File: src/verilog/vga_consts.svh
`ifndef VGA_CONSTS_SVH
`define VGA_CONSTS_SVH

// horizontal timing in pixels
// order on the line is front porch, sync, back porch, active
`define VGA_H_FRONT   16
`define VGA_H_SYNC    96
`define VGA_H_BACK    48
`define VGA_H_ACTIVE  640

// vertical timing in lines, same order as horizontal
`define VGA_V_FRONT   10
`define VGA_V_SYNC    2
`define VGA_V_BACK    33
`define VGA_V_ACTIVE  480

// blanking region lengths, the active area starts right after these
`define VGA_H_BLANK   (`VGA_H_FRONT + `VGA_H_SYNC + `VGA_H_BACK)
`define VGA_V_BLANK   (`VGA_V_FRONT + `VGA_V_SYNC + `VGA_V_BACK)

// full raster, 800 x 525
`define VGA_H_TOTAL   (`VGA_H_BLANK + `VGA_H_ACTIVE)
`define VGA_V_TOTAL   (`VGA_V_BLANK + `VGA_V_ACTIVE)

// one cell covers 7x7 screen pixels
`define VGA_CELL      7

// cells per line and per frame
// last column holds 3 pixels, last row 4 lines
`define VGA_COLS      92
`define VGA_ROWS      69

// colour memory depth
`define VGA_CELLS     (`VGA_COLS * `VGA_ROWS)

`endif

File: src/verilog/vga_pkg.sv
package vga_pkg;

    // raster position, 0..799 horizontal and 0..524 vertical
    typedef logic [9:0] raster_t;

    // cell column, 0..91
    typedef logic [6:0] cell_col_t;

    // cell row, 0..68
    typedef logic [6:0] cell_row_t;

    // flat cell index into the colour memory
    // row * 92 + col, up to 6347
    typedef logic [12:0] cell_addr_t;

    // RGB444 colour
    // red in [11:8], green in [7:4], blue in [3:0]
    typedef logic [11:0] color_t;

endpackage

File: src/verilog/cell_renderer.sv
`timescale 1ns/1ps

module cell_renderer (
    input  logic               clk0,
    input  logic               rst_n,
    input  logic               pix_en,
    input  logic               h_sync,
    input  logic               v_sync,
    input  logic               blank_n,
    input  vga_pkg::cell_col_t cell_col,
    input  vga_pkg::cell_row_t cell_row,
    input  vga_pkg::color_t    rd_color,
    output vga_pkg::cell_col_t rd_col,
    output vga_pkg::cell_row_t rd_row,
    output logic               h_sync_out,
    output logic               v_sync_out,
    output logic               blank_n_out,
    output vga_pkg::color_t    rgb
);

    // read address straight from the raster
    // cell_ram returns the colour one clk0 later
    assign rd_col = cell_col;
    assign rd_row = cell_row;

    // sync and blank held one pixel step to match the memory latency
    // pix_en is at most every other clk0, so rd_color has settled
    // by the next pixel step
    always_ff @(posedge clk0 or negedge rst_n) begin
        if (!rst_n) begin
            h_sync_out  <= 1'b0;
            v_sync_out  <= 1'b0;
            blank_n_out <= 1'b0;
        end else if (pix_en) begin
            h_sync_out  <= h_sync;
            v_sync_out  <= v_sync;
            blank_n_out <= blank_n;
        end
    end

    // colour output
    // gated by the blank value going into blank_n_out on this edge,
    // so rgb is zero exactly when blank_n_out is low
    always_ff @(posedge clk0 or negedge rst_n) begin
        if (!rst_n) begin
            rgb <= '0;
        end else if (pix_en) begin
            if (blank_n) begin
                rgb <= rd_color;
            end else begin
                rgb <= '0;
            end
        end
    end

endmodule

File: config.mk
export PLATFORM = sky130hd
export DESIGN_NAME = cell_renderer
export DESIGN_NICKNAME = d
export VERILOG_FILES = /design/src/verilog/vga_consts.svh /design/src/verilog/vga_pkg.sv /design/src/verilog/cell_renderer.sv
export SDC_FILE = /design/constraint.sdc
export NUM_CORES = 1
export LEC_CHECK = 0
export BUFFER_PORTS_ARGS = -buffer_cell sky130_fd_sc_hd__buf_2
export CAP_MARGIN = 25
export CORE_MARGIN = 2
export CORE_UTILIZATION = 40
export DETAILED_ROUTE_END_ITERATION = 10
export HOLD_SLACK_MARGIN = 0.15
export PLACE_DENSITY = 0.77
export SLEW_MARGIN = 5
export SYNTH_ARGS = -nofsm -noshare
export SYNTH_HDL_FRONTEND = slang
export SYNTH_SLANG_ARGS = --single-unit
File: constraint.sdc
create_clock -name clk0 -period 1.15 [get_ports clk0]
set_input_delay 0.115 -clock clk0 [delete_from_list [all_inputs] [get_ports clk0]]
set_output_delay 0.115 -clock clk0 [all_outputs]
set_load 0.01 [all_outputs]
==> flow_summary.ini, run 1 <==
[status]
outcome = finished clean

[detailed_routing]
viasPerCell = 4.44
dr.first_iter.drc_count = 14
drtPass1Iterations = 2
drcViolationCount = 0
top_layer = met4
vias = 590
antenna_left = 0
wl_met3_um = 118
wirelength_um = 1640
wl_met1_um = 660
routedWlPerCell_um = 12.3
met2_length_um = 823

[layout]
utilization = 0.543
fillers = 166
diodes = 0
final_cell_area_um2 = 1050
finalNetCount = 139
drive_above_1_share = 0.547
area_delta_synth_final_pct = 28.3
final_cells = 133

[synthesis]
ys.flop_type = dfrtp_1
postSynth.asyncResetShare = 1.00
synth_nets = 104
yosysTopAreaCell = dfrtp_1
yosys_warnings = 0
synth.distinct_cells = 10
synth_area_per_cell_um2 = 11.4
synth_area_leaders = dfrtp_1 (46%), buf_4 (13%), o21ai_2 (11%)
synth_commonest_cells = dfrtp_1 (15), buf_4 (14), inv_1 (12), o21ai_2 (10), nand3_2 (8)
yosysMostFrequentCell = dfrtp_1
syn_area_um2 = 822
synth.ff_latch_count = 15
syn_inst = 72
seq_area_frac_synth = 0.457
synth_edf_count = 0
synth_top_area_frac = 0.457

[grt]
grt_pass1_vias = 609
grt_pass1_wl_um = 2790
overflow = 0
antenna_found_initial = 0
grt_start_max_net_pins = 21
grt_usage = 0.154

[clock_tree]
numCtsBuffers = 3
post_cts_buffers = 0
htreeDepth = 1
cts_resized = 0
clk_pin_slew_ns = 0.09
numClockSinks = 15
ctsHoldBuffers = 15
root_buffer = clkbuf_4
cts.path.max_buffers = 2
cts_tree = done
worst_skew_pair.late_latency_ns = 0.27

[critical_path]
crit_required_ns = 1.03
cpLargestDelayFamily = flip-flops
critical_path_class = reg -> out
reg2reg_from = h_sync_out
start_kind = flop
cp.buffers_inverters = 1
arrival_ns = 0.81
worstSetupStartpoint = h_sync_out
critical_path.slowest_cell = dfrtp_1
cp-end-kind = output port
worst-r2r-setup-slack_ns = 0.38
critPathMaxFanout = 2
max_stage_delay_ns = 0.40
worstPathCellList = buf_2

[timing]
rsz0062_at_grt = no
setup_ws_ns = 0.220
max_slew_margin = 0.772
tightest_slew_ns = 0.342
finalSetupViolCount = 0
final_max_slew_viol_count = 0
skew_ns = 0
tns_ns = 0
hold_viol_final = 0
period_minus_slack_ns = 0.930
hold_slack_ns = 0.187
max_freq_mhz = 1080
fin_crit_sh = 0.809

[min_path]
min_from = pix_en
hp-class = in -> reg

[floorplanning]
rows = 16
die_x_um = 49.3
die_h_um = 49.3
design.die.area_um2 = 2430
floorplan.initialDensity = 0.423
core_um2 = 1940
num_io_pins = 61

[power]
p_leak_nw = 0.530
worst_ir_drop_vdd_mv = 0.597
power_switching_uw = 316
p_seq_frac = 0.517
sw_frac_of_total = 0.275
clkPwrFrac = 0.259
power_frac_comb = 0.224
p_per_area_nw_per_um2 = 1090
totalPowerFinal_mw = 1.15
internal-power_uw = 832

[place]
hpwl_um = 1050
dp_cells = 114
place_area_um2 = 877
finalWeightedCongestion = 0.634
dp_slack_ns = 0.323
io_buffers = 32

[run]
max-cap-violations = 0
[metal layers]
layer	GRT usage	up-vias
met5	0	-
met4	0.0762	0
met3	0.0460	4
met2	0.243	24
met1	0.191	278
li1	-	284
[area by class of cell]
type / instances / area [um2] / share of cell area
Clock buffer: 3 / 22.5 / 0.0214
Clock inverter: 1 / 5.00 / 0.00474
Inverter: 12 / 45.0 / 0.0427
Multi-Input combinational cell: 27 / 243 / 0.230
Sequential cell: 15 / 375 / 0.356
Tap cell: 27 / 33.8 / 0.0320
Timing Repair Buffer: 48 / 330 / 0.313
[power groups by stage]
stage          logic, mW  clock network, mW  registers (mW)
4_1_cts            0.259              0.309           0.594
5_1_grt            0.283              0.340           0.601
3_5_place_dp       0.220                  0           0.602
3_3_place_gp       0.215                  0           0.603
6_report           0.258              0.297           0.593
2_1_floorplan      0.159                  0           0.625
[state kept, by name (all words and copies together), names as in the netlist]
signal       count
blank_n_out      1
h_sync_out       1
rgb             12
v_sync_out       1
[final timing paths]
kind / endpoint / depth (start not counted)
hold reg to reg: blank_n_out / 1
setup / recovery: h_sync_out / 1
min in group asynchronous: rgb[7] / 2
hold / removal: rgb[11] / 2
max in group asynchronous: rgb[11] / 2
setup reg to reg: h_sync_out / 1
[cell families (layout without fill, tap and decap cells)]
| family | after synthesis | after routing | share of synthesized area |
|---|---|---|---|
| AOI/OAI and AO/OA | 12 | 12 | 0.119 |
| buffers and inverters | 30 | 64 | 0.248 |
| DFF | 15 | 15 | 0.457 |
| muxes | 3 | 3 | 0.0548 |
| and+or+nand+nor | 12 | 12 | 0.122 |
[cell usage in the layout (no fill, tap or decap), drive strengths merged]
cell	count
buf	33
dfrtp	15
dlygate4sd3	15
inv	12
o21ai	12
nand3	12
mux2	3
clkbuf	3
clkinv	1
Power figures use the tool's default switching activity.
==> run 2: changes to the inputs <==
--- a/config.mk
+++ b/config.mk
@@ -8,10 +8,10 @@
 export BUFFER_PORTS_ARGS = -buffer_cell sky130_fd_sc_hd__buf_2
 export CAP_MARGIN = 25
 export CORE_MARGIN = 2
-export CORE_UTILIZATION = 40
+export CORE_UTILIZATION = 35
 export DETAILED_ROUTE_END_ITERATION = 10
 export HOLD_SLACK_MARGIN = 0.15
-export PLACE_DENSITY = 0.77
+export PLACE_DENSITY = 0.71
 export SLEW_MARGIN = 5
 export SYNTH_ARGS = -nofsm -noshare
 export SYNTH_HDL_FRONTEND = slang
==> constraint.sdc (replaced) <==
create_clock -name clk0 -period 0.84 [get_ports clk0]
set_input_delay 0.084 -clock clk0 [delete_from_list [all_inputs] [get_ports clk0]]
set_output_delay 0.084 -clock clk0 [all_outputs]
set_load 0.01 [all_outputs]
==> run 2 against run 1 <==
  * The flow now finishes with violations (setup timing)
  * Register-to-register slack got worse by 0.43 ns
  * Combinational power increased by 51%
  * Via count grew 1.9%
  * Critical endpoint is now blank_n_out
  * Sequential power grew 37%
  * Sequential share of layout area is 1.8 points lower
  * Largest power group unchanged
  * Flip-flop and latch count unchanged
  * Non-clock buffer count rose by 6
  * Die area up 13%
  * Final area rose by 5.5%
  * Global-route usage is 2.7 points lower
  * Worst hold slack got worse by 0.019 ns
  * Power is 38% higher
==> flow_summary.ini, run 2 (synthesized netlist as in run 1, its figures left out) <==
[status]
outcome = finished, violations left
violations = setup timing

[min_path]
hold_depth = 0
worstHoldEndpoint = rd_col[0]
hp-class = in -> out
min_from = cell_col[0]

[layout]
area_delta_synth_final_pct = 35.3
largest_register_ffs = 12
final_common_cell = buf_2
drive_above_1_share = 0.563
final_cell_mix = buf_2 (32), dfrtp_1 (15), dlygate4sd3_1 (15)
finalNetCount = 145
diodes = 0
final_cells = 140
regMostFlops = rgb

[floorplanning]
die_h_um = 52.5
rows = 17
design.die.area_um2 = 2750
core_um2 = 2210
floorplan.initialDensity = 0.372
num_io_pins = 61
die_x_um = 52.5

[detailed_routing]
wirelength_um = 1510
routedWlPerCell_um = 10.8
dr.first_iter.drc_count = 4
drtPass1Iterations = 3
viasPerCell = 4.29
vias = 601
antenna_left = 0
drcViolationCount = 0

[clock_tree]
clk_pin_slew_ns = 0.09
numCtsBuffers = 3
root_buffer = clkbuf_4
cts_tree = done
htreeDepth = 1
numClockSinks = 15
worst_skew_pair.late_latency_ns = 0.27
cts_resized = 0
cts.path.max_buffers = 2

[timing]
skew_ns = 0
setup_ws_ns = -0.0512
tightest_slew_ns = 0.333
max_freq_mhz = 1120
max_slew_margin = 0.778
fin_crit_sh = 1.06
final_max_slew_viol_count = 0
period_minus_slack_ns = 0.891
hold_viol_final = 0
rsz0062_at_grt = yes
finalSetupViolCount = 17

[power]
totalPowerFinal_mw = 1.59
p_leak_nw = 0.561
p_per_area_nw_per_um2 = 1430
worst_ir_drop_vdd_mv = 0.968

[critical_path]
critPathMaxFanout = 2
reg2reg_depth = 2
worst-r2r-setup-slack_ns = -0.05
cp-end-kind = flop
critical_path_class = reg -> reg
start_kind = flop
max_stage_delay_ns = 0.39
arrival_ns = 1.05
worstPathCellList = buf_4 -> mux2_4
reg2reg_from = blank_n_out
r2r-end = blank_n_out
crit_required_ns = 1.00
critical_path.slowest_cell = dfrtp_1

[grt]
grt_pass1_vias = 625
grt_usage = 0.127
grt_pass1_wl_um = 2580
antenna_found_initial = 0
grt_start_max_net_pins = 16
overflow = 0

[place]
finalWeightedCongestion = 0.632
hpwl_um = 1080
io_buffers = 32
dp_cells = 117

[run]
max-cap-violations = 0
run 2: cell count changes in the layout (fill, tap and decap cells not counted):
cell      previous run  this run
buf_12               1         2
buf_4                0         5
clkbuf_1             0         1
clkinv_2             1         0
run 2: cell type report:
class | instances | area (um2)
clock buffers | 4 | 26.3
repair buffers | 54 | 388
flip-flops and latches | 15 | 375
inverters | 12 | 45.0
multi-input cells | 27 | 243
well taps | 28 | 35.0
fillers | 219 | 1100
run 2: repair_timing:
item                                    CTS  global route
hold buffers                             15             0
setup buffers                             1             3
endpoints found under the hold margin    29             0
endpoints found under the setup margin   15            15
run 2: per-stage QoR:
step / instance area, um2 / TNS (ns) / hold slack [ns] / worst slack [ns] / util
floorplan: 822 / 0 / -0.212 / 0.0607 / -
global placement: 906 / 0 / 0.000205 / 0.102 / 0.410
detailed placement: 906 / 0 / 0.00751 / 0.0738 / 0.410
CTS: 1090 / -0.741 / 0.168 / -0.0728 / 0.493
global route: 1110 / -1.40 / 0.168 / -0.0980 / 0.503
finish: 1110 / -0.589 / 0.168 / -0.0512 / 0.503
run 2: how the worst max path moves through the flow:
stage / start / endpoint / cells after the start / slack (ns)
2_1_floorplan: blank_n_out / blank_n_out / 1 / 0.06
3_5_place_dp: blank_n_out / blank_n_out / 1 / 0.07
6_report: blank_n_out / blank_n_out / 2 / -0.05
3_3_place_gp: v_sync_out / v_sync_out / 1 / 0.10
5_1_grt: h_sync_out / h_sync_out / 1 / -0.1
4_1_cts: blank_n_out / blank_n_out / 1 / -0.07
run 2: critical path, delay by kind of cell (launching register included):
| family | cells | cell delay [ns] |
|---|---|---|
| buf+inv | 1 | 0.13 |
| mux | 1 | 0.26 |
| flops | 1 | 0.39 |
run 2: layer usage:
metal	track usage	vias up	share of wire
met3	0.0314	4	0.082
met4	0.0556	0	0.0066
met2	0.210	25	0.48
met5	0	-	0
met1	0.156	278	0.43
li1	-	294	-
run 2: power by group:
| part | switching (mW) | total [mW] | internal, mW |
|---|---|---|---|
| clock network | 0.207 | 0.390 | 0.183 |
| logic | 0.176 | 0.389 | 0.213 |
| registers | 0.0290 | 0.810 | 0.781 |
==> run 3: changes to the inputs <==
--- a/config.mk
+++ b/config.mk
@@ -5,13 +5,13 @@
 export SDC_FILE = /design/constraint.sdc
 export NUM_CORES = 1
 export LEC_CHECK = 0
-export BUFFER_PORTS_ARGS = -buffer_cell sky130_fd_sc_hd__buf_2
 export CAP_MARGIN = 25
 export CORE_MARGIN = 2
-export CORE_UTILIZATION = 35
+export CORE_UTILIZATION = 40
 export DETAILED_ROUTE_END_ITERATION = 10
+export DONT_BUFFER_PORTS = 1
 export HOLD_SLACK_MARGIN = 0.15
-export PLACE_DENSITY = 0.71
+export PLACE_DENSITY = 0.53
 export SLEW_MARGIN = 5
 export SYNTH_ARGS = -nofsm -noshare
 export SYNTH_HDL_FRONTEND = slang
==> run 3 against run 2 <==
  * The flow finishes with violations (hold timing, setup timing)
  * Worst setup slack improved by 0.016 ns
  * Combinational power fell by 58%
  * Power fell by 12%
  * Cell count fell by 35%
  * Die area fell by 12%
  * Critical path depth fell by 1
  * Fmax rose by 1.8%
  * Clock power rose by 1%
  * Count of clock-buffer cells in the layout did not move
  * Critical path type is now reg -> out
  * Largest power group unchanged
==> flow_summary.ini, run 3 (synthesized netlist as in run 1, its figures left out) <==
[status]
outcome = finished, violations left
violations = hold timing, setup timing

[layout]
final_common_cell = dfrtp_1
largest_register_ffs = 12
area_delta_synth_final_pct = -4.26
diodes = 0
utilization = 0.405
final_cell_mix = dfrtp_1 (15), inv_1 (12), o21ai_2 (10)
final_cell_area_um2 = 787
finalNetCount = 97
regMostFlops = rgb
drive_above_1_share = 0.422
fillers = 199

[grt]
antenna_found_initial = 0
overflow = 0
grt_pass1_vias = 475
grt_pass1_wl_um = 2190
grt_start_max_net_pins = 28
grt_usage = 0.119

[timing]
tightest_slew_ns = 0.667
hold_slack_ns = -0.130
final_max_slew_viol_count = 0
fin_crit_sh = 1.04
tns_ns = -0.0976
finalSetupViolCount = 3
skew_ns = 0
period_minus_slack_ns = 0.875
rsz0062_at_grt = yes
hold_viol_final = 15
max_freq_mhz = 1140
max_slew_margin = 0.554
setup_ws_ns = -0.0351

[clock_tree]
numCtsBuffers = 3
numClockSinks = 15
worst_skew_pair.late_latency_ns = 0.27
root_buffer = clkbuf_4
cts.path.max_buffers = 2
clk_pin_slew_ns = 0.09
ctsHoldBuffers = 3
htreeDepth = 1
cts_tree = done

[critical_path]
critical_path_class = reg -> out
crit_required_ns = 0.76
arrival_ns = 0.79
max_stage_delay_ns = 0.40
cp.depth = 1
reg2reg_depth = 1
cp-end-kind = output port
worstPathCellList = buf_6
cp.buffers_inverters = 1
cpLargestDelayFamily = flip-flops
critPathMaxFanout = 2
start_kind = flop
critical_path.slowest_cell = dfrtp_1

[floorplanning]
num_io_pins = 61
rows = 16
core_um2 = 1940
die_x_um = 49.3
design.die.area_um2 = 2430
die_h_um = 49.3
floorplan.initialDensity = 0.423

[power]
p_per_area_nw_per_um2 = 1780
totalPowerFinal_mw = 1.40
worst_ir_drop_vdd_mv = 0.961
p_leak_nw = 0.349

[detailed_routing]
dr.first_iter.drc_count = 6
drcViolationCount = 0
drtPass1Iterations = 3
viasPerCell = 4.60
vias = 419
antenna_left = 0
routedWlPerCell_um = 13.9
wirelength_um = 1270

[place]
place_area_um2 = 719
hpwl_um = 862
io_buffers = 0
finalWeightedCongestion = 0.560

[min_path]
hp-class = in -> reg
hold_depth = 1

[run]
max-cap-violations = 0
[run 3: through the flow]
step | setup WS [ns] | cells
3_5_place_dp | 0.0861 | 84
5_1_grt | -0.0861 | 91
3_3_place_gp | 0.0983 | 84
6_report | -0.0351 | 91
4_1_cts | -0.0551 | 91
2_1_floorplan | 0.0607 | 72
[run 3: worst paths after layout]
kind	from	end	slack (ns)
setup / recovery	h_sync_out	h_sync_out	-0.04
hold / removal	pix_en	rgb[9]	-0.13
setup reg to reg	blank_n_out	blank_n_out	0.06
hold reg to reg	v_sync_out	v_sync_out	0.54
max in group asynchronous	rst_n	rgb[11]	0.13
min in group asynchronous	rst_n	rgb[3]	0.28
[run 3: layer usage]
| layer | up-vias | share of wire | GRT usage |
|---|---|---|---|
| met2 | 16 | 0.51 | 0.185 |
| li1 | 199 | - | - |
| met1 | 198 | 0.38 | 0.128 |
| met3 | 6 | 0.097 | 0.0460 |
| met4 | 0 | 0.010 | 0.0952 |
| met5 | - | 0 | 0 |
[run 3: area by class of cell]
class / instances / area (um2) / area share
Inverter: 12 / 45.0 / 0.0572
Timing Repair Buffer: 6 / 63.8 / 0.0811
Clock buffer: 4 / 26.3 / 0.0334
Multi-Input combinational cell: 27 / 243 / 0.308
Sequential cell: 15 / 375 / 0.477
Tap cell: 27 / 33.8 / 0.0429
[run 3: timing repair]
item / 4_1_cts / 5_1_grt
cloned: 0 / 0
endpoints found under the hold margin: 30 / 15
resized for setup: 3 / 0
endpoints found under the setup margin: 3 / 3
setup buffers: 0 / 0
[run 3: power breakdown]
| group | leakage (nW) | switching, mW | internal (mW) |
|---|---|---|---|
| clock | 0.0150 | 0.211 | 0.184 |
| combinational | 0.143 | 0.0662 | 0.0956 |
| sequential | 0.191 | 0.0626 | 0.782 |
