==> src/verilog/vga_consts.svh <==
`ifndef VGA_CONSTS_SVH
`define VGA_CONSTS_SVH

// horizontal timing in pixels
// order on the line is front porch, sync, back porch, active
`define VGA_H_FRONT   16
`define VGA_H_SYNC    96
`define VGA_H_BACK    48
`define VGA_H_ACTIVE  640

// vertical timing in lines, same order as horizontal
`define VGA_V_FRONT   10
`define VGA_V_SYNC    2
`define VGA_V_BACK    33
`define VGA_V_ACTIVE  480

// blanking region lengths, the active area starts right after these
`define VGA_H_BLANK   (`VGA_H_FRONT + `VGA_H_SYNC + `VGA_H_BACK)
`define VGA_V_BLANK   (`VGA_V_FRONT + `VGA_V_SYNC + `VGA_V_BACK)

// full raster, 800 x 525
`define VGA_H_TOTAL   (`VGA_H_BLANK + `VGA_H_ACTIVE)
`define VGA_V_TOTAL   (`VGA_V_BLANK + `VGA_V_ACTIVE)

// one cell covers 7x7 screen pixels
`define VGA_CELL      7

// cells per line and per frame
// last column holds 3 pixels, last row 4 lines
`define VGA_COLS      92
`define VGA_ROWS      69

// colour memory depth
`define VGA_CELLS     (`VGA_COLS * `VGA_ROWS)

`endif

==> src/verilog/vga_pkg.sv <==
package vga_pkg;

    // raster position, 0..799 horizontal and 0..524 vertical
    typedef logic [9:0] raster_t;

    // cell column, 0..91
    typedef logic [6:0] cell_col_t;

    // cell row, 0..68
    typedef logic [6:0] cell_row_t;

    // flat cell index into the colour memory
    // row * 92 + col, up to 6347
    typedef logic [12:0] cell_addr_t;

    // RGB444 colour
    // red in [11:8], green in [7:4], blue in [3:0]
    typedef logic [11:0] color_t;

endpackage

==> src/verilog/vga_sync.sv <==
`timescale 1ns/1ps
`include "vga_consts.svh"

module vga_sync (
    input  logic               clk0,
    input  logic               rst_n,
    input  logic               pix_en,
    output logic               h_sync,
    output logic               v_sync,
    output logic               blank_n,
    output vga_pkg::cell_col_t cell_col,
    output vga_pkg::cell_row_t cell_row
);
    import vga_pkg::*;

    // raster counters and their next values
    raster_t    h_cnt;
    raster_t    v_cnt;
    raster_t    h_next;
    raster_t    v_next;
    // last pixel of the h sync pulse, where the line counter moves
    logic       line_step;
    logic       h_active_next;
    logic       v_active_next;
    // position inside the current cell, 0..6
    logic [2:0] h_sub;
    logic [2:0] v_sub;

    always_comb begin
        line_step = (h_cnt == raster_t'(`VGA_H_FRONT + `VGA_H_SYNC - 1));
        // horizontal wrap at 800
        if (h_cnt == raster_t'(`VGA_H_TOTAL - 1)) begin
            h_next = '0;
        end else begin
            h_next = h_cnt + 1'b1;
        end
        // vertical only moves at the end of h sync
        if (!line_step) begin
            v_next = v_cnt;
        end else if (v_cnt == raster_t'(`VGA_V_TOTAL - 1)) begin
            v_next = '0;
        end else begin
            v_next = v_cnt + 1'b1;
        end
        h_active_next = (h_next >= raster_t'(`VGA_H_BLANK));
        v_active_next = (v_next >= raster_t'(`VGA_V_BLANK));
    end

    // outputs come from next values so they line up with the counters
    always_ff @(posedge clk0 or negedge rst_n) begin
        if (!rst_n) begin
            h_cnt   <= '0;
            v_cnt   <= '0;
            h_sync  <= 1'b0;
            v_sync  <= 1'b0;
            blank_n <= 1'b0;
        end else if (pix_en) begin
            h_cnt   <= h_next;
            v_cnt   <= v_next;
            // low for pixels 16..111
            h_sync  <= !((h_next >= raster_t'(`VGA_H_FRONT)) &&
                         (h_next < raster_t'(`VGA_H_FRONT + `VGA_H_SYNC)));
            // low for lines 10 and 11, updated with the line counter only
            if (line_step) begin
                v_sync <= !((v_next >= raster_t'(`VGA_V_FRONT)) &&
                            (v_next < raster_t'(`VGA_V_FRONT + `VGA_V_SYNC)));
            end
            blank_n <= h_active_next && v_active_next;
        end
    end

    // column counter, held at zero through horizontal blanking
    always_ff @(posedge clk0 or negedge rst_n) begin
        if (!rst_n) begin
            h_sub    <= '0;
            cell_col <= '0;
        end else if (pix_en) begin
            if (!h_active_next) begin
                h_sub    <= '0;
                cell_col <= '0;
            end else if (h_cnt >= raster_t'(`VGA_H_BLANK)) begin
                // first active pixel keeps col 0, later ones count
                if (h_sub == 3'(`VGA_CELL - 1)) begin
                    h_sub    <= '0;
                    cell_col <= cell_col + 1'b1;
                end else begin
                    h_sub <= h_sub + 1'b1;
                end
            end
        end
    end

    // row counter, one tick per line at the line step
    always_ff @(posedge clk0 or negedge rst_n) begin
        if (!rst_n) begin
            v_sub    <= '0;
            cell_row <= '0;
        end else if (pix_en && line_step) begin
            if (!v_active_next) begin
                v_sub    <= '0;
                cell_row <= '0;
            end else if (v_cnt >= raster_t'(`VGA_V_BLANK)) begin
                if (v_sub == 3'(`VGA_CELL - 1)) begin
                    v_sub    <= '0;
                    cell_row <= cell_row + 1'b1;
                end else begin
                    v_sub <= v_sub + 1'b1;
                end
            end
        end
    end

endmodule

==> config.mk <==
export PLATFORM = sky130hd
export DESIGN_NAME = vga_sync
export DESIGN_NICKNAME = d
export VERILOG_FILES = /design/src/verilog/vga_pkg.sv /design/src/verilog/vga_sync.sv
export VERILOG_INCLUDE_DIRS = /design/src /design/src/verilog
export SDC_FILE = /design/constraint.sdc
export NUM_CORES = 1
export LEC_CHECK = 0
export BUFFER_PORTS_ARGS = -buffer_cell sky130_fd_sc_hd__buf_4
export CORE_MARGIN = 3
export CORE_UTILIZATION = 54
export DETAILED_ROUTE_END_ITERATION = 10
export MAX_ROUTING_LAYER = met4
export PLACE_DENSITY = 0.78
export SETUP_SLACK_MARGIN = 0.5
export SYNTH_ARGS = -nofsm -noshare
export SYNTH_HDL_FRONTEND = slang
export SYNTH_SLANG_ARGS = --single-unit
==> constraint.sdc <==
create_clock -name clk0 -period 2.95 [get_ports clk0]
set_clock_uncertainty 0.1 [all_clocks]
set_input_delay 0.1475 -clock clk0 [delete_from_list [all_inputs] [get_ports clk0]]
set_output_delay 0.1475 -clock clk0 [all_outputs]
set_load 0.01 [all_outputs]
==> impl_metrics.csv, run 1 <==
group,metric,value,unit
grt,grt_pass1_wl,11600,µm
grt,track_usage,0.243,
clock_tree,cts.clk_slew.worst_paths,0.09,ns
placement,pre_cts_ws,0.150,ns
routing,vias_per_cell,6.14,
placement,post-place-cells,405,
clock_tree,htree_levels,2,
placement,portBuffers,19,
clock_tree,numCtsBuffers,5,
timing,max_freq,0.368,GHz
setup_path,r2r_end,"cell_row[0]",
finish,drive_above_1_share,0.275,
timing,drv_slew,0,
grt,grt_overflow,0,
timing,min_period_over_period,0.921,
grt,grt_pass1_vias,2473,
timing,tns,0,ns
logic_synthesis,syn_nets,330,
logic_synthesis,synthFlopType,"dfrtp_1",
setup_path,critPathRequiredTime,3.09,ns
routing,drc,0,
floorplanning,die_x,77.6,µm
finish,layout.nets,376,
floorplanning,rows,25,
logic_synthesis,ys_ff_latch,43,
logic_synthesis,seq_area_frac_synth,0.388,
clock_tree,insertion_delay,0.31,ns
grt,grt_max_degree,44,
power_and_ir_drop,p_leak,1.48,nW
setup_path,crit_fanout,7,
logic_synthesis,ys_types,58,
setup_path,crit_type,"flip-flop to flip-flop",
logic_synthesis,yosysWarnings,0,
timing,grt_setup_unrepaired,"true",
timing,setup_slack,0.233,ns
setup_path,cp-start-kind,"flip-flop",
floorplanning,io_pins,20,
finish,area_growth,24.7,%
routing,antenna_left,0,
logic_synthesis,ys_top_cells_by_area,"dfrtp_1 39%, o21ai_0 6.7%, nand2_1 5.0%",
placement,gp_congestion,0.905,
logic_synthesis,synth_edf_count,0,
setup_path,endpoint_kind,"flip-flop",
logic_synthesis,syn_area,2770,µm²
setup_path,cpPeakStageDelay,0.54,ns
power_and_ir_drop,powerDensity,474,nW/µm²
floorplanning,start_util,0.571,
setup_path,crit_top_cell,"or3_4",
outcome,outcome,"finished, final reports clean",
logic_synthesis,synthCells,320,
timing,finalHoldViolCount,0,
routing,routedWlPerCell,16.6,µm
floorplanning,die_y,77.6,µm
clock_tree,clkSinkCount,43,
timing,relSlewSlack,0.631,
finish,postLayoutCoreUtil,0.713,
clock_tree,cts_tree,"done",
setup_path,r2r_start,"h_cnt[8]",
placement,dp_hpwl,4270,µm
setup_path,crit_chain,"or4_4, or3_4, or3_4, a32o_2, o211a_4, or3_1, o21ai_2",
grt,antenna_found_initial,0,
setup_path,worstSetupStartpoint,"h_cnt[8]",
routing,first_pass_iters,5,
setup_path,cp-endpoint,"cell_row[0]",
power_and_ir_drop,totalPowerFinal,1.64,mW
routing,vias,2664,
setup_path,cp_slowest_cell,"or4_4",
routing,drt_iter0_drc,175,
routing,wirelength,7190,µm
floorplanning,core,4850,µm²
clock_tree,cts_root_buf,"clkbuf_8",
timing,worst_pin_slew,0.553,ns
logic_synthesis,yosys.area.top_type_share,0.388,
logic_synthesis,synthArstFlopShare,1.00,
power_and_ir_drop,peakVddDrop,0.340,mV
setup_path,cp_data_arrival_time,2.86,ns
logic_synthesis,synth_top_area_cell,"dfrtp_1",
finish,final_cell_count_no_fill,434,
setup_path,reg2reg_depth,7,
clock_tree,clk_path_buf_depth,2,
timing,setup_viol,0,
run,cap_violations,0,
floorplanning,die_area,6030,µm²
worst_hold_path,hold_depth,2,
logic_synthesis,synth_area_per_cell,8.66,µm²
finish,antennaDiodeCount,0,
setup_path,r2r_setup_slack,0.23,ns
timing,fin_crit,2.72,ns
worst_hold_path,hp-class,"input port to flip-flop",
[critical path: cells and delay by family (launching register included)]
kind	cells	cell delay, ns
AND/OR/NAND/NOR	4	1.60
AO/OA/AOI/OAI	3	0.58
flip-flops	1	0.39
[report_power, final]
group	internal (mW)	leakage, nW	switching (mW)	total, mW
clock	0.252	0.0581	0.218	0.470
sequential	0.646	0.558	0.0858	0.732
combinational	0.199	0.862	0.237	0.436
total	1.10	1.48	0.541	1.64
[layout by cell type, fill, tap and decap left out, types with 6 or more instances in the layout]
cell	instances
inv_1	12
ha_1	6
nand2_1	36
nand3_1	14
nor3_1	10
a21oi_1	6
xnor2_1	8
xor2_1	7
o21ai_0	35
nor2_1	27
buf_4	49
dfrtp_1	40
[cell type report]
cell class | instances | area, µm²
multi-input cells | 253 | 1740
fillers | 334 | 1390
flip-flops and latches | 43 | 1080
repair buffers | 51 | 389
well taps | 67 | 83.8
clock buffers | 5 | 68.8
inverters | 12 | 45.0
clock inverters | 3 | 43.8
[registers in the layout, indices dropped and copies added, names as in the netlist]
register,count
blank_n,1
v_cnt,10
h_sub,3
h_sync,1
h_cnt,10
v_sync,1
cell_row,7
v_sub,3
cell_col,7
[what timing repair did]
item / CTS / global route
setup endpoints to repair: 19 / 20
endpoints found under the hold margin: 43 / 0
gates resized for setup: 15 / 21
pin swaps: 11 / 14
setup buffers: 10 / 9
hold buffers: 1 / 0
gates cloned: 0 / 1
[Yosys cell counts, types with 6 or more instances]
library cell / n
a21oi_1: 7
nand3_1: 15
xnor2_1: 8
nor3_1: 11
nor2_1: 29
ha_1: 7
or3_1: 6
clkbuf_1: 10
inv_1: 12
nand2_1: 37
o21ai_0: 37
dfrtp_1: 43
xor2_1: 7
[worst min path at each step]
stage	to	from	slack, ns
3_3_place_gp	v_cnt[2]	rst_n	0.07
3_5_place_dp	v_cnt[2]	rst_n	0.07
5_1_grt	h_cnt[8]	pix_en	0.13
6_report	v_cnt[3]	pix_en	0.13
2_1_floorplan	blank_n	rst_n	-0.25
4_1_cts	h_cnt[9]	pix_en	0.12
[routing by layer]
layer,GRT usage,vias up,part of all wire
li1,-,1248,-
met5,-,-,0
met2,0.393,132,0.49
met3,0.0476,20,0.065
met1,0.314,1264,0.43
met4,0.0605,0,0.019
[per-stage QoR]
stage | cell area [µm²] | hold WS, ns
2_1_floorplan | 2790 | -0.248
3_3_place_gp | 3030 | 0.0679
3_5_place_dp | 3030 | 0.0727
4_1_cts | 3300 | 0.116
5_1_grt | 3450 | 0.134
6_report | 3450 | 0.127
[cell families after synthesis]
family                   Yosys count  synth area share
AND/OR/NAND/NOR                  147             0.280
AO/OA/AOI/OAI                     78             0.192
adder cells (fa/ha/maj)            7            0.0316
buffers and inverters             25            0.0420
multiplexers                       5            0.0185
XOR/XNOR                          15            0.0474
flip-flops                        43             0.388
No activity file was read; power rests on OpenSTA's default activity.
==> run 2, diff against run 1 <==
ABC_AREA = 1   (was default)
CORE_MARGIN = 5   (was 3)
CORE_UTILIZATION = 55   (was 54)
PLACE_DENSITY = 0.8   (was 0.78)
==> run 2 against run 1 <==
Against the previous run: power rose by 13%; critical path depth rose by 8; clock power fell by 0.9%; largest power group unchanged.
==> impl_metrics.csv, run 2 <==
group,metric,value,unit
placement,pre_cts_ws,0.538,ns
floorplanning,io_pins,20,
finish,antennaDiodeCount,0,
logic_synthesis,synthFlopType,"dfrtp_1",
logic_synthesis,syn_nets,387,
finish,area_growth,14.4,%
timing,setup_slack,0.698,ns
routing,top_layer,"met4",
setup_path,endpoint_kind,"flip-flop",
clock_tree,htree_levels,2,
logic_synthesis,ys_top_cells_by_count,"101 x nand2_1, 43 x dfrtp_1, 41 x inv_1",
finish,final_cell_count_no_fill,470,
routing,wl_met3,181,µm
power_and_ir_drop,swShare,0.382,
timing,max_freq,0.444,GHz
timing,worst_pin_slew,0.611,ns
power_and_ir_drop,switchingPower,0.704,mW
logic_synthesis,yosys.area.top_type_share,0.385,
floorplanning,die_x,81.2,µm
power_and_ir_drop,clkPwrFrac,0.253,
timing,relSlewSlack,0.592,
logic_synthesis,synthCells,377,
floorplanning,die_area,6600,µm²
clock_tree,clk_path_buf_depth,2,
routing,drt-met1-wl,2700,µm
clock_tree,cts_root_buf,"clkbuf_8",
setup_path,cp_data_arrival_time,2.38,ns
logic_synthesis,seq_area_frac_synth,0.385,
routing,vias_per_cell,5.25,
finish,drive_above_1_share,0.153,
finish,postLayoutCoreUtil,0.638,
logic_synthesis,ys_top_cells_by_area,"dfrtp_1 39%, nand2_1 14%, nand3_1 6.5%",
timing,drv_slew,0,
placement,portBuffers,19,
grt,grt_pass1_wl,10200,µm
timing,holdWs,0.151,ns
clock_tree,numCtsBuffers,5,
run,cap_violations,0,
finish,final_cell_mix,"100 x nand2_1, 42 x dfrtp_1, 39 x inv_1",
placement,dp_hpwl,4180,µm
clock_tree,cts.clk_slew.worst_paths,0.09,ns
clock_tree,clkSinkCount,43,
setup_path,cp-start-kind,"flip-flop",
timing,grt_setup_unrepaired,"false",
logic_synthesis,yosysMostFrequentCell,"nand2_1",
power_and_ir_drop,peakVddDrop,0.327,mV
power_and_ir_drop,powerDensity,577,nW/µm²
logic_synthesis,ys_types,32,
timing,min_period_over_period,0.763,
logic_synthesis,synth_top_area_cell,"dfrtp_1",
logic_synthesis,syn_area,2790,µm²
floorplanning,die_y,81.2,µm
placement,postPlaceCellArea,3000,µm²
routing,wl_met2,2790,µm
floorplanning,rows,26,
finish,layout.nets,409,
clock_tree,cts_tree,"done",
placement,gp_congestion,0.885,
timing,fin_crit,2.25,ns
power_and_ir_drop,p_int,1.14,mW
timing,setup_viol,0,
timing,finalHoldViolCount,0,
logic_synthesis,yosysWarnings,0,
routing,routedWlPerCell,12.3,µm
finish,design_area,3190,µm²
power_and_ir_drop,totalPowerFinal,1.84,mW
grt,grt_pass1_vias,2334,
logic_synthesis,synthArstFlopShare,1.00,
setup_path,crit_fanout,8,
power_and_ir_drop,p_comb_frac,0.312,
finish,top_regs,"h_cnt x10, v_cnt x10",
power_and_ir_drop,p_seq_frac,0.436,
routing,drc,0,
outcome,outcome,"finished, final reports clean",
grt,antenna_found_initial,0,
grt,grt_overflow,0,
grt,track_usage,0.203,
grt,grt_max_degree,44,
power_and_ir_drop,p_leak,1.54,nW
floorplanning,start_util,0.557,
routing,first_pass_iters,4,
setup_path,critPathRequiredTime,3.07,ns
routing,wirelength,5780,µm
placement,post-place-cells,461,
logic_synthesis,ys_ff_latch,43,
worst_hold_path,hp-class,"input port to flip-flop",
setup_path,crit_type,"flip-flop to flip-flop",
logic_synthesis,synth_area_per_cell,7.40,µm²
routing,antenna_left,0,
finish,fill_cells,454,
finish,final_common_cell,"nand2_1",
clock_tree,insertion_delay,0.30,ns
timing,tns,0,ns
logic_synthesis,synth_edf_count,0,
routing,drt_iter0_drc,109,
floorplanning,core,5010,µm²
routing,vias,2467,
-- run 2: timing repair --
item                                    in CTS  in global routing
endpoints found under the hold margin       43                  0
setup buffers                                0                  0
endpoints found under the setup margin       0                 20
hold buffers                                 1                  0
resized for setup                            0                 16
-- run 2: power groups by stage --
stage	logic, mW	clock network (mW)	registers [mW]
floorplan	0.407	0	0.795
global placement	0.532	0	0.806
detailed placement	0.545	0	0.806
CTS	0.549	0.480	0.796
global route	0.660	0.507	0.820
finish	0.575	0.466	0.803
-- run 2: path summary, 6_finish.rpt --
kind / cells after the start / endpoint / from / slack [ns]
worst min-delay path: 3 / h_cnt[1] / pix_en / 0.15
worst max-delay path: 15 / v_sub[2] / h_cnt[4] / 0.70
max in group asynchronous: 2 / v_cnt[0] / rst_n / 2.08
worst max register to register: 15 / v_sub[2] / h_cnt[4] / 0.70
worst min register to register: 2 / blank_n / blank_n / 0.40
min in group asynchronous: 2 / v_cnt[2] / rst_n / 0.28
-- run 2: area by class of cell --
type / count / area, µm² / area share
Sequential cell: 43 / 1080 / 0.337
Tap cell: 70 / 87.6 / 0.0274
Timing Repair Buffer: 20 / 153 / 0.0478
Clock inverter: 3 / 43.8 / 0.0137
Multi-Input combinational cell: 287 / 1610 / 0.503
Inverter: 42 / 158 / 0.0494
Clock buffer: 5 / 68.8 / 0.0215
-- run 2: cells by family after synthesis --
| logic type | Yosys count | share of synthesized area |
|---|---|---|
| simple gates | 211 | 0.352 |
| xor+xnor | 20 | 0.0654 |
| fa+ha+maj | 7 | 0.0314 |
| compound gates | 49 | 0.102 |
| buf+inv | 47 | 0.0632 |
| flops | 43 | 0.385 |
-- run 2: metal layers --
metal,vias to the layer above,global-route usage
met3,8,0.0410
met4,0,0.0693
met5,-,-
met1,1158,0.258
met2,34,0.323
li1,1267,-
-- run 2: critical path, cell delays in order, from the launching register on --
cell	delay [ns]
dfrtp_1	0.42
inv_1	0.16
nand2_1	0.13
nor2_4	0.17
nand3_1	0.16
inv_1	0.15
nand3_2	0.09
nand3_1	0.08
nand2_1	0.05
nand2_1	0.11
nand2_4	0.10
nand2_4	0.11
nand2_1	0.07
nand2_2	0.12
nand2_1	0.07
o21ai_1	0.08
==> run 3, diff against run 2 <==
ABC_AREA = 0   (was 1)
PLACE_DENSITY = 0.77   (was 0.8)
clock period = 2.3 ns   (was 2.95 ns; I/O delays follow)
==> run 3 against run 2 <==
Against the previous run: the run now ends with setup timing left; non-clock buffer count increased by 92; via count is 24% higher; register-to-register slack got worse by 1.2 ns; largest power group is now combinational logic; sequential cell count did not move; combinational power grew 81%.
==> impl_metrics.csv, run 3 (synthesized netlist as in run 1, its figures left out) <==
group,metric,value,unit
outcome,outcome,"finished, violations left",
outcome,violations,"setup timing",
grt,grt_max_degree,44,
routing,first_pass_iters,4,
setup_path,cp_slowest_cell,"or4_4",
placement,portBuffers,19,
setup_path,cpPeakStageDelay,0.54,ns
setup_path,endpoint_kind,"flip-flop",
grt,antenna_found_initial,0,
clock_tree,cts_root_buf,"clkbuf_8",
timing,grt_setup_unrepaired,"true",
finish,layout.nets,437,
floorplanning,start_util,0.575,
floorplanning,die_y,81.0,µm
power_and_ir_drop,peakVddDrop,0.491,mV
routing,drt_iter0_drc,226,
finish,drive_above_1_share,0.432,
setup_path,crit_fanout,6,
routing,antenna_left,0,
finish,area_growth,52.7,%
clock_tree,htree_levels,2,
power_and_ir_drop,p_leak,1.90,nW
setup_path,critPathRequiredTime,2.40,ns
worst_hold_path,hp-class,"input port to flip-flop",
power_and_ir_drop,totalPowerFinal,2.64,mW
clock_tree,cts_tree,"done",
finish,postLayoutCoreUtil,0.878,
clock_tree,clk_path_buf_depth,2,
timing,tns,-8.41,ns
timing,setup_viol,29,
setup_path,cp_data_arrival_time,2.91,ns
floorplanning,die_x,81.0,µm
setup_path,crit_type,"flip-flop to flip-flop",
power_and_ir_drop,powerDensity,624,nW/µm²
setup_path,crit_chain,"or4_4, or3_4, a221o_1, a2111oi_4, o211a_4, buf_6, a21oi_2, a21o_1",
routing,drc,0,
setup_path,path_delay_family,"compound AO/OA/AOI/OAI gates",
timing,min_period_over_period,1.22,
timing,drv_slew,0,
timing,worst_pin_slew,0.553,ns
timing,holdWs,0.148,ns
clock_tree,insertion_delay,0.30,ns
finish,top_regs,"h_cnt x10, v_cnt x10",
run,cap_violations,0,
floorplanning,rows,25,
routing,wirelength,9450,µm
routing,routedWlPerCell,19.1,µm
finish,final_cell_mix,"84 x buf_4, 43 x dfrtp_1, 34 x nand2_1",
clock_tree,cts.clk_slew.worst_paths,0.09,ns
setup_path,cp-start-kind,"flip-flop",
routing,vias,3053,
setup_path,crit_buf_inv,1,
placement,dp_hpwl,5270,µm
clock_tree,clkSinkCount,43,
grt,grt_overflow,0,
clock_tree,numCtsBuffers,5,
timing,finalHoldViolCount,0,
grt,grt_pass1_vias,2821,
finish,antennaDiodeCount,0,
floorplanning,core,4820,µm²
routing,vias_per_cell,6.17,
floorplanning,io_pins,20,
timing,max_freq,0.356,GHz
grt,track_usage,0.264,
placement,pre_cts_ws,-0.415,ns
timing,fin_crit,2.81,ns
grt,grt_pass1_wl,13200,µm
finish,final_common_cell,"buf_4",
timing,setup_slack,-0.510,ns
placement,gp_congestion,0.956,
timing,relSlewSlack,0.631,
floorplanning,die_area,6560,µm²
[run 3: tightest hold or removal path: stages]
cell and delay [ns]:
buf_4 0.22, nor2_1 0.12, a21oi_1 0.05
[run 3: stage by stage]
step | cell area [µm²] | std cells
floorplan | 2820 | 320
global placement | 3430 | 454
detailed placement | 3430 | 454
CTS | 3930 | 476
global route | 4230 | 495
finish | 4230 | 495
[run 3: where the power goes]
part,switching (mW),leakage (nW),internal [mW]
logic,0.554,1.27,0.487
registers,0.0599,0.562,0.828
clock network,0.275,0.0654,0.434
[run 3: metal layers]
metal  global-route usage  vias to the layer above  wire length [µm]
met5                    -                        -                 0
met4               0.0895                        0               427
met3               0.0443                       53               571
met2                0.455                      164              4950
met1                0.313                     1461              3510
li1                     -                     1375                 -
[run 3: final cells by class]
type | count | area, µm²
multi-input cells | 253 | 1950
flip-flops and latches | 43 | 1080
repair buffers | 112 | 945
fillers | 242 | 588
well taps | 67 | 83.8
clock buffers | 6 | 72.6
clock inverters | 2 | 60.1
inverters | 12 | 45.0
[run 3: final timing paths]
path / start / end / slack (ns) / depth (start not counted)
setup reg to reg: h_cnt[9] / v_sub[2] / -0.51 / 8
setup / recovery: h_cnt[9] / v_sub[2] / -0.51 / 8
hold reg to reg: blank_n / blank_n / 0.41 / 1
max in group asynchronous: rst_n / h_cnt[4] / 1.47 / 2
min in group asynchronous: rst_n / v_cnt[1] / 0.24 / 2
hold / removal: pix_en / v_cnt[3] / 0.15 / 3
[run 3: timing repair]
item                                   4_1_cts  5_1_grt
pin swaps                                   34       18
setup endpoints to repair                   38       39
endpoints found under the hold margin       43        0
setup buffers                               13       18
gates resized for setup                     74       36
cloned                                       0        1
hold buffers                                 1        0
